==> src/rtl/tank_pkg.sv <==
`default_nettype none

package tank_pkg;

    // one raster or object coordinate
    typedef logic [9:0] coord_t;

    // 10 bits per channel, red on top
    typedef logic [29:0] rgb_t;

    typedef enum logic [1:0] {
        face_up    = 2'b00,
        face_down  = 2'b01,
        face_left  = 2'b10,
        face_right = 2'b11
    } facing_t;

    typedef enum logic {
        shell_idle   = 1'b0,
        shell_flying = 1'b1
    } shell_state_t;

    // raw button levels
    typedef struct packed {
        logic up;
        logic down;
        logic left;
        logic right;
        logic shot;
    } pad_t;

    // top-left corner of the tank square
    typedef struct packed {
        coord_t x;
        coord_t y;
    } tank_pos_t;

    // background bands, all inside the play columns
    typedef struct packed {
        logic upper_band;
        logic lower_band;
        logic street;
        logic upper_road;
        logic water;
    } zone_flags_t;

    localparam rgb_t colour_red    = {10'h3ff, 10'h000, 10'h000};
    localparam rgb_t colour_green  = {10'h000, 10'h3ff, 10'h000};
    localparam rgb_t colour_blue   = {10'h000, 10'h000, 10'h3ff};
    localparam rgb_t colour_yellow = {10'h3ff, 10'h3ff, 10'h000};
    localparam rgb_t colour_black  = 30'h0;

    // frame tick sits at the start of vertical retrace
    localparam coord_t refresh_row = 10'd491;
    localparam coord_t x_max       = 10'd639;
    localparam coord_t y_max       = 10'd479;

    localparam coord_t tank_size = 10'd32;
    localparam coord_t x_start   = 10'd32;
    localparam coord_t y_start   = 10'd416;

    // tank travel limits
    localparam coord_t board_left   = 10'd32;
    localparam coord_t board_right  = 10'd608;
    localparam coord_t board_top    = 10'd32;
    localparam coord_t board_bottom = 10'd448;

    localparam coord_t shell_size   = 10'd4;
    localparam coord_t shell_offset = tank_size / 2 - shell_size / 2;
    // shell is retired once it leaves this window
    localparam coord_t shell_lim_lo   = 10'd28;
    localparam coord_t shell_lim_x_hi = 10'd607;
    localparam coord_t shell_lim_y_hi = 10'd447;

    // background columns and row edges
    localparam coord_t zone_x_left  = 10'd32;
    localparam coord_t zone_x_right = 10'd607;
    localparam coord_t road_top     = 10'd31;
    localparam coord_t water_top    = 10'd68;
    localparam coord_t band_top     = 10'd228;
    localparam coord_t street_top   = 10'd260;
    localparam coord_t lower_top    = 10'd420;
    localparam coord_t lower_end    = 10'd452;

endpackage

`default_nettype wire

==> src/rtl/pixel_gen.sv <==
`timescale 1ns/1ns
`default_nettype none

module pixel_gen import tank_pkg::*; #(
    parameter int tank_velocity  = 2,
    parameter int shell_velocity = 8
) (
    input  wire logic   clk_50MHz,
    input  wire logic   reset,
    input  wire pad_t   pad,
    input  wire logic   video_on,
    input  wire coord_t x,
    input  wire coord_t y,
    output rgb_t        rgb
);

    logic        refresh_tick;
    tank_pos_t   tank_pos;
    facing_t     facing;
    coord_t      shell_x;
    coord_t      shell_y;
    zone_flags_t zones;

    // frame tick, tank position and facing
    tank_motion #(
        .tank_velocity (tank_velocity)
    ) u_tank_motion (
        .clk_50MHz    (clk_50MHz),
        .reset        (reset),
        .pad          (pad),
        .x            (x),
        .y            (y),
        .refresh_tick (refresh_tick),
        .tank_pos     (tank_pos),
        .facing       (facing)
    );

    // player shell rides on the tank until fired
    shell_ctrl #(
        .shell_velocity (shell_velocity)
    ) u_shell_ctrl (
        .clk_50MHz    (clk_50MHz),
        .reset        (reset),
        .refresh_tick (refresh_tick),
        .shot         (pad.shot),
        .tank_pos     (tank_pos),
        .facing       (facing),
        .shell_x      (shell_x),
        .shell_y      (shell_y)
    );

    // background bands
    playfield_zones u_playfield_zones (
        .x     (x),
        .y     (y),
        .zones (zones)
    );

    pixel_mux u_pixel_mux (
        .video_on (video_on),
        .x        (x),
        .y        (y),
        .tank_pos (tank_pos),
        .shell_x  (shell_x),
        .shell_y  (shell_y),
        .zones    (zones),
        .rgb      (rgb)
    );

endmodule

`default_nettype wire

==> src/rtl/pixel_mux.sv <==
`timescale 1ns/1ns
`default_nettype none

module pixel_mux import tank_pkg::*; (
    input  wire logic        video_on,
    input  wire coord_t      x,
    input  wire coord_t      y,
    input  wire tank_pos_t   tank_pos,
    input  wire coord_t      shell_x,
    input  wire coord_t      shell_y,
    input  wire zone_flags_t zones,
    output rgb_t             rgb
);

    logic tank_on;
    logic shell_on;

    // solid square, no sprite
    assign tank_on = (x >= tank_pos.x) && (x <= tank_pos.x + tank_size - 10'd1)
                     && (y >= tank_pos.y) && (y <= tank_pos.y + tank_size - 10'd1);

    assign shell_on = (x >= shell_x) && (x <= shell_x + shell_size - 10'd1)
                      && (y >= shell_y) && (y <= shell_y + shell_size - 10'd1);

    // tank over shell over background
    always_comb begin
        if (!video_on) begin
            rgb = colour_black;
        end else if (tank_on) begin
            rgb = colour_green;
        end else if (shell_on) begin
            rgb = colour_red;
        end else if (zones.upper_band) begin
            rgb = colour_blue;
        end else if (zones.lower_band || zones.upper_road) begin
            rgb = colour_black;
        end else if (zones.street || zones.water) begin
            rgb = colour_yellow;
        end else begin
            // walls and border
            rgb = colour_black;
        end
    end

endmodule

`default_nettype wire

==> src/rtl/playfield_zones.sv <==
`timescale 1ns/1ns
`default_nettype none

module playfield_zones import tank_pkg::*; (
    input  wire coord_t x,
    input  wire coord_t y,
    output zone_flags_t zones
);

    logic in_cols;

    // board columns, side walls excluded
    assign in_cols = (x >= zone_x_left) && (x <= zone_x_right);

    // road strip under the top edge
    assign zones.upper_road = in_cols && (y >= road_top) && (y < water_top);

    // upper half of the board
    assign zones.water = in_cols && (y >= water_top) && (y < band_top);

    // river band across the middle
    assign zones.upper_band = in_cols && (y >= band_top) && (y < street_top);

    // lower half, where the tank starts
    assign zones.street = in_cols && (y >= street_top) && (y < lower_top);

    // strip along the bottom wall
    assign zones.lower_band = in_cols && (y >= lower_top) && (y < lower_end);

endmodule

`default_nettype wire

==> src/rtl/shell_ctrl.sv <==
`timescale 1ns/1ns
`default_nettype none

module shell_ctrl import tank_pkg::*; #(
    parameter int shell_velocity = 8
) (
    input  wire logic      clk_50MHz,
    input  wire logic      reset,
    input  wire logic      refresh_tick,
    input  wire logic      shot,
    input  wire tank_pos_t tank_pos,
    input  wire facing_t   facing,
    output coord_t         shell_x,
    output coord_t         shell_y
);

    localparam coord_t shell_step = coord_t'(shell_velocity);

    shell_state_t state;
    facing_t      shell_dir;

    // position after one flight step
    coord_t fly_x;
    coord_t fly_y;
    logic   off_board;

    always_comb begin
        fly_x = shell_x;
        fly_y = shell_y;
        case (shell_dir)
            face_up:    fly_y = shell_y - shell_step;
            face_down:  fly_y = shell_y + shell_step;
            face_left:  fly_x = shell_x - shell_step;
            face_right: fly_x = shell_x + shell_step;
        endcase
    end

    // past any edge of the board
    assign off_board = (fly_x > shell_lim_x_hi) || (fly_x < shell_lim_lo)
                       || (fly_y > shell_lim_y_hi) || (fly_y < shell_lim_lo);

    always_ff @(posedge clk_50MHz or negedge reset) begin
        if (!reset) begin
            state     <= shell_idle;
            shell_dir <= face_up;
            shell_x   <= x_start + shell_offset;
            shell_y   <= y_start + shell_offset;
        end else if (refresh_tick) begin
            case (state)
                shell_idle: begin
                    // parked in the tank centre, pre-move tank position
                    shell_x <= tank_pos.x + shell_offset;
                    shell_y <= tank_pos.y + shell_offset;
                    if (shot) begin
                        state     <= shell_flying;
                        shell_dir <= facing;
                    end
                end
                shell_flying: begin
                    shell_x <= fly_x;
                    shell_y <= fly_y;
                    // retire, recentred on the next frame
                    if (off_board) begin
                        state <= shell_idle;
                    end
                end
                default: begin
                    state <= shell_idle;
                end
            endcase
        end
    end

endmodule

`default_nettype wire

==> src/rtl/tank_motion.sv <==
`timescale 1ns/1ns
`default_nettype none

module tank_motion import tank_pkg::*; #(
    parameter int tank_velocity = 2
) (
    input  wire logic      clk_50MHz,
    input  wire logic      reset,
    input  wire pad_t      pad,
    input  wire coord_t    x,
    input  wire coord_t    y,
    output logic           refresh_tick,
    output tank_pos_t      tank_pos,
    output facing_t        facing
);

    // step size in coordinate width
    localparam coord_t tank_step = coord_t'(tank_velocity);

    coord_t tank_left;
    coord_t tank_right;
    coord_t tank_top;
    coord_t tank_bottom;

    logic can_up;
    logic can_down;
    logic can_left;
    logic can_right;

    // one pulse per frame, first pixel of the retrace row
    assign refresh_tick = (y == refresh_row) && (x == 10'd0);

    // tank square edges
    assign tank_left   = tank_pos.x;
    assign tank_top    = tank_pos.y;
    assign tank_right  = tank_pos.x + tank_size - 10'd1;
    assign tank_bottom = tank_pos.y + tank_size - 10'd1;

    // button and room left in that direction
    assign can_up    = pad.up && (tank_top > board_top + tank_step);
    assign can_down  = pad.down && (tank_bottom < board_bottom - tank_step);
    assign can_left  = pad.left && (tank_left > board_left + tank_step - 10'd1);
    assign can_right = pad.right && (tank_right < board_right - tank_step);

    // position, one step per frame at most
    always_ff @(posedge clk_50MHz or negedge reset) begin
        if (!reset) begin
            tank_pos.x <= x_start;
            tank_pos.y <= y_start;
        end else if (refresh_tick) begin
            // blocked direction falls through to the next button
            if (can_up) begin
                tank_pos.y <= tank_pos.y - tank_step;
            end else if (can_down) begin
                tank_pos.y <= tank_pos.y + tank_step;
            end else if (can_left) begin
                tank_pos.x <= tank_pos.x - tank_step;
            end else if (can_right) begin
                tank_pos.x <= tank_pos.x + tank_step;
            end
        end
    end

    // facing follows the pad even when the tank is blocked
    always_ff @(posedge clk_50MHz or negedge reset) begin
        if (!reset) begin
            facing <= face_up;
        end else if (refresh_tick) begin
            if (pad.up) begin
                facing <= face_up;
            end else if (pad.down) begin
                facing <= face_down;
            end else if (pad.left) begin
                facing <= face_left;
            end else if (pad.right) begin
                facing <= face_right;
            end
            // no button, hold
        end
    end

endmodule

`default_nettype wire

==> config.mk <==
export PLATFORM = sky130hd
export DESIGN_NAME = pixel_gen
export DESIGN_NICKNAME = d
export VERILOG_FILES = /design/src/rtl/tank_pkg.sv /design/src/rtl/pixel_gen.sv /design/src/rtl/pixel_mux.sv /design/src/rtl/playfield_zones.sv /design/src/rtl/shell_ctrl.sv /design/src/rtl/tank_motion.sv
export SDC_FILE = /design/constraint.sdc
export NUM_CORES = 1
export LEC_CHECK = 0
export ABC_CLOCK_PERIOD_IN_PS = 6700
export BUFFER_PORTS_ARGS = -buffer_cell sky130_fd_sc_hd__buf_2
export CAP_MARGIN = 0
export CORE_ASPECT_RATIO = 0.9
export CORE_MARGIN = 4
export CORE_UTILIZATION = 54
export DETAILED_ROUTE_END_ITERATION = 10
export PLACE_DENSITY_LB_ADDON = 0.3
export SYNTH_ARGS = -nofsm -noshare
export SYNTH_HDL_FRONTEND = slang
export SYNTH_HIERARCHICAL = 1
export SYNTH_SLANG_ARGS = --single-unit
==> constraint.sdc <==
create_clock -name clk_50MHz -period 6.7 [get_ports clk_50MHz]
set_input_delay 0.67 -clock clk_50MHz [delete_from_list [all_inputs] [get_ports clk_50MHz]]
set_output_delay 0.67 -clock clk_50MHz [all_outputs]
set_load 0.03 [all_outputs]
==> results.yml <==
grt:
  grt_first_pass_wirelength_mm: 28.0
  use_met3: 0.0248
  grt_max_degree: 44
  grt_antenna_before_repair: 0
  grt.total_usage: 0.230
  grt_overflow: 0
  met1_usage: 0.319
  grt_pass1_vias: 5947
  busiest_layer: "met2"
  use_met2: 0.387
pwr:
  pwr-share-clk: 0.442
  p_int_w: 0.000526
  leakage_nw: 3.17
  p_comb_frac: 0.199
  netSwitchingFraction: 0.274
  powerDensity_nw_per_um2: 102
  p_switching_w: 0.000198
  p_seq_frac: 0.359
  ir_drop_uv: 89.2
floorplan:
  rows: 38
  die_w_um: 125
  die_area_um2: 14300
  coreArea_um2: 12100
  io_pins: 58
  start_util: 0.553
  die_h_um: 114
timing:
  finalCriticalPeriod_ns: 4.68
  hold_violations: 0
  setup-tns-final_ns: 0
  worst_slew_pin_slew_ns: 1.08
  relSlewSlack: 0.280
  fin_crit_sh: 0.698
  slew_violations: 0
  fmax_mhz: 214
  rsz0062_at_grt: "no"
  setup_ws_ns: 2.02
  setup_viol: 0
  fin_worst_skew_ns: 0.00321
synth:
  synthCells: 812
  synth.distinct_cells: 87
  synthTopCellsByArea: "ha_1, dfrtp_1, xnor2_1, dfstp_2, inv_1"
  ys_ff_latch: 43
  avgSynthCellArea_um2: 8.26
  yosys.area.top_type_share: 0.211
  synthFlopType: "dfrtp_1"
  synth_area_um2: 6700
  async_flop_share: 1.00
  synth_edf_count: 0
  synth_largest_area_cell: "ha_1"
  yosysWarnings: 6
  synth_seq_area_share: 0.163
cts:
  cts_resized: 0
  htreeDepth: 2
  insertion_delay_ns: 0.28
  post_cts_buffers: 0
  path_clk_slew_ns: 0.06
  cts_root_buf: "clkbuf_16"
  hold_buffers: 0
  numClockSinks: 43
  ctsLongestPathBuffers: 2
  cts-buffers-inserted: 5
  cts_tree: "built"
placement:
  dp_hpwl_mm: 12.9
  gp_congestion: 0.940
  io_buffer_count: 57
  preCtsSetupSlack_ns: 2.39
route:
  antenna_left: 0
  drt_iter0_markers: 531
  routed_via_density: 6.13
  drt_wl_total_mm: 16.8
  vias: 6120
  wire_per_inst_um: 16.8
  drc: 0
  firstDrtPassIters: 5
critical_path:
  cp_num_cells: 11
  crit_type: "flip-flop to primary output"
  critPathRequiredTime_ns: 6.03
  cpMaxStageDelayCell: "nor4bb_1"
  worstPathMaxFanout: 10
  crit_start: "u_shell_ctrl/shell_x[5]$_DFFE_PN1P_"
  r2r_end: "u_tank_motion/tank_left[8]$_DFFE_PN0P_"
  crit_chain: "inv_1 -> nor4_1 -> o21ai_0 -> xnor2_1 -> ha_1 -> nand4_1 -> nand2b_1 -> a31oi_1 -> a2111oi_4 -> nor4bb_1 -> buf_2"
  timing.critical_path.to_type: "primary output"
  r2r_start: "u_tank_motion/tank_left[5]$_DFFE_PN1P_"
  r2r_slack_ns: 3.00
  start_kind: "flip-flop"
  crit_end: "rgb[9]"
  cp.arrival_ns: 4.01
  path_buf_inv: 2
  critPathMaxStageDelay_ns: 0.81
  reg2reg_depth: 10
  cp_top_family: "simple AND/OR/NAND/NOR gates"
worst_hold_path:
  hp-class: "flip-flop to flip-flop"
outcome:
  status: "completed"
finish:
  drive_above_1_share: 0.141
  nets: 983
  antenna_cells: 0
  area_delta_synth_final_pct: 6.22
run:
  max-cap-violations: 0
## flip-flops by register name (all words and copies together), names as in the netlist
name	count
u_shell_ctrl/shell_dir	2
u_shell_ctrl/shell_x	10
u_tank_motion/tank_top	9
u_tank_motion/tank_left	9
u_tank_motion/facing	2
u_shell_ctrl/shell_y	10
u_shell_ctrl/state	1
## power groups by stage
stage                     registers [W]  clock network, W  logic, W
after floorplan                0.000265                 0  0.000102
after global placement         0.000265                 0  0.000137
after detailed placement       0.000265                 0  0.000143
after CTS                      0.000260          0.000325  0.000143
after global routing           0.000260          0.000333  0.000160
final                          0.000260          0.000320  0.000144
## worst min path at each step
stage	start	endpoint	cells after the start	slack [ns]
floorplan	reset	u_shell_ctrl/shell_dir[0]$_DFFE_PN0P_	0	0.37
global placement	u_tank_motion/facing[1]$_DFFE_PN0P_	u_tank_motion/facing[1]$_DFFE_PN0P_	1	0.47
detailed placement	u_shell_ctrl/shell_y[1]$_DFFE_PN1P_	u_shell_ctrl/shell_y[1]$_DFFE_PN1P_	2	0.49
CTS	u_shell_ctrl/shell_y[1]$_DFFE_PN1P_	u_shell_ctrl/shell_y[1]$_DFFE_PN1P_	2	0.50
global route	u_shell_ctrl/shell_y[1]$_DFFE_PN1P_	u_shell_ctrl/shell_y[1]$_DFFE_PN1P_	2	0.53
finish	u_shell_ctrl/shell_y[1]$_DFFE_PN1P_	u_shell_ctrl/shell_y[1]$_DFFE_PN1P_	2	0.49
## per-stage QoR
stage	instance area [um^2]	util	std cells	hold WS [ns]	total power, W
floorplan	6710	-	813	0.374	0.000367
global placement	6930	0.572	991	0.472	0.000402
detailed placement	6930	0.572	991	0.490	0.000408
CTS	7120	0.587	999	0.499	0.000728
global route	7120	0.587	999	0.526	0.000753
finish	7120	0.587	999	0.493	0.000724
## cell type report
class                   instances  area, um^2
multi-input cells             651        5040
repair buffers                 59         300
inverters                      78         293
fillers                      1090        5000
flip-flops and latches         43        1090
clock inverters                 2        60.1
well taps                     160         200
clock buffers                   6         129
## worst min-delay path: cells and delay by family, from the launching register on
kind,cells,cell delay [ns]
compound gates,1,0.06
simple gates,1,0.05
flops,1,0.38
## cells in the mapped netlist (9+ instances only)
cell and instances:
nor2_1 49, o22ai_1 9, nand2b_1 11, nand2_1 55
buf_4 29, o21ai_0 31, nor4_1 11, nor3_1 19
a21oi_1 42, nand4_1 12, ha_1 113, mux2_2 13
dfstp_2 14, a21o_1 17, inv_1 78, a211oi_1 9
nand3_1 33, dfrtp_1 29, o21ai_1 14, a31oi_1 9
xnor2_1 54, xor2_1 15
## cell families (layout without fill, tap and decap cells)
family / after synthesis / after routing / synth area share
fa+ha+maj: 117 / 117 / 0.223
compound gates: 195 / 195 / 0.201
other cells: 1 / 2 / 0.000559
flops: 43 / 43 / 0.163
mux: 26 / 26 / 0.0450
buf+inv: 119 / 145 / 0.0857
xor+xnor: 69 / 69 / 0.0901
simple gates: 242 / 242 / 0.192
## cells in the final DEF, fill, tap and decap left out, types with 17 or more instances in the layout
cell type and count:
nand3_1 33, xnor2_1 54, dfrtp_1 29, buf_2 57, inv_1 78, nand2_1 55
o21ai_0 31, nor2_1 49, a21oi_1 42, a21o_1 17, ha_1 113, nor3_1 18
## routing by layer
layer / vias up / share of wire
met5: - / 0
met4: 0 / 0.018
met3: 27 / 0.055
met2: 196 / 0.45
met1: 2887 / 0.47
li1: 3010 / -
(Power assumes the default switching activity.)
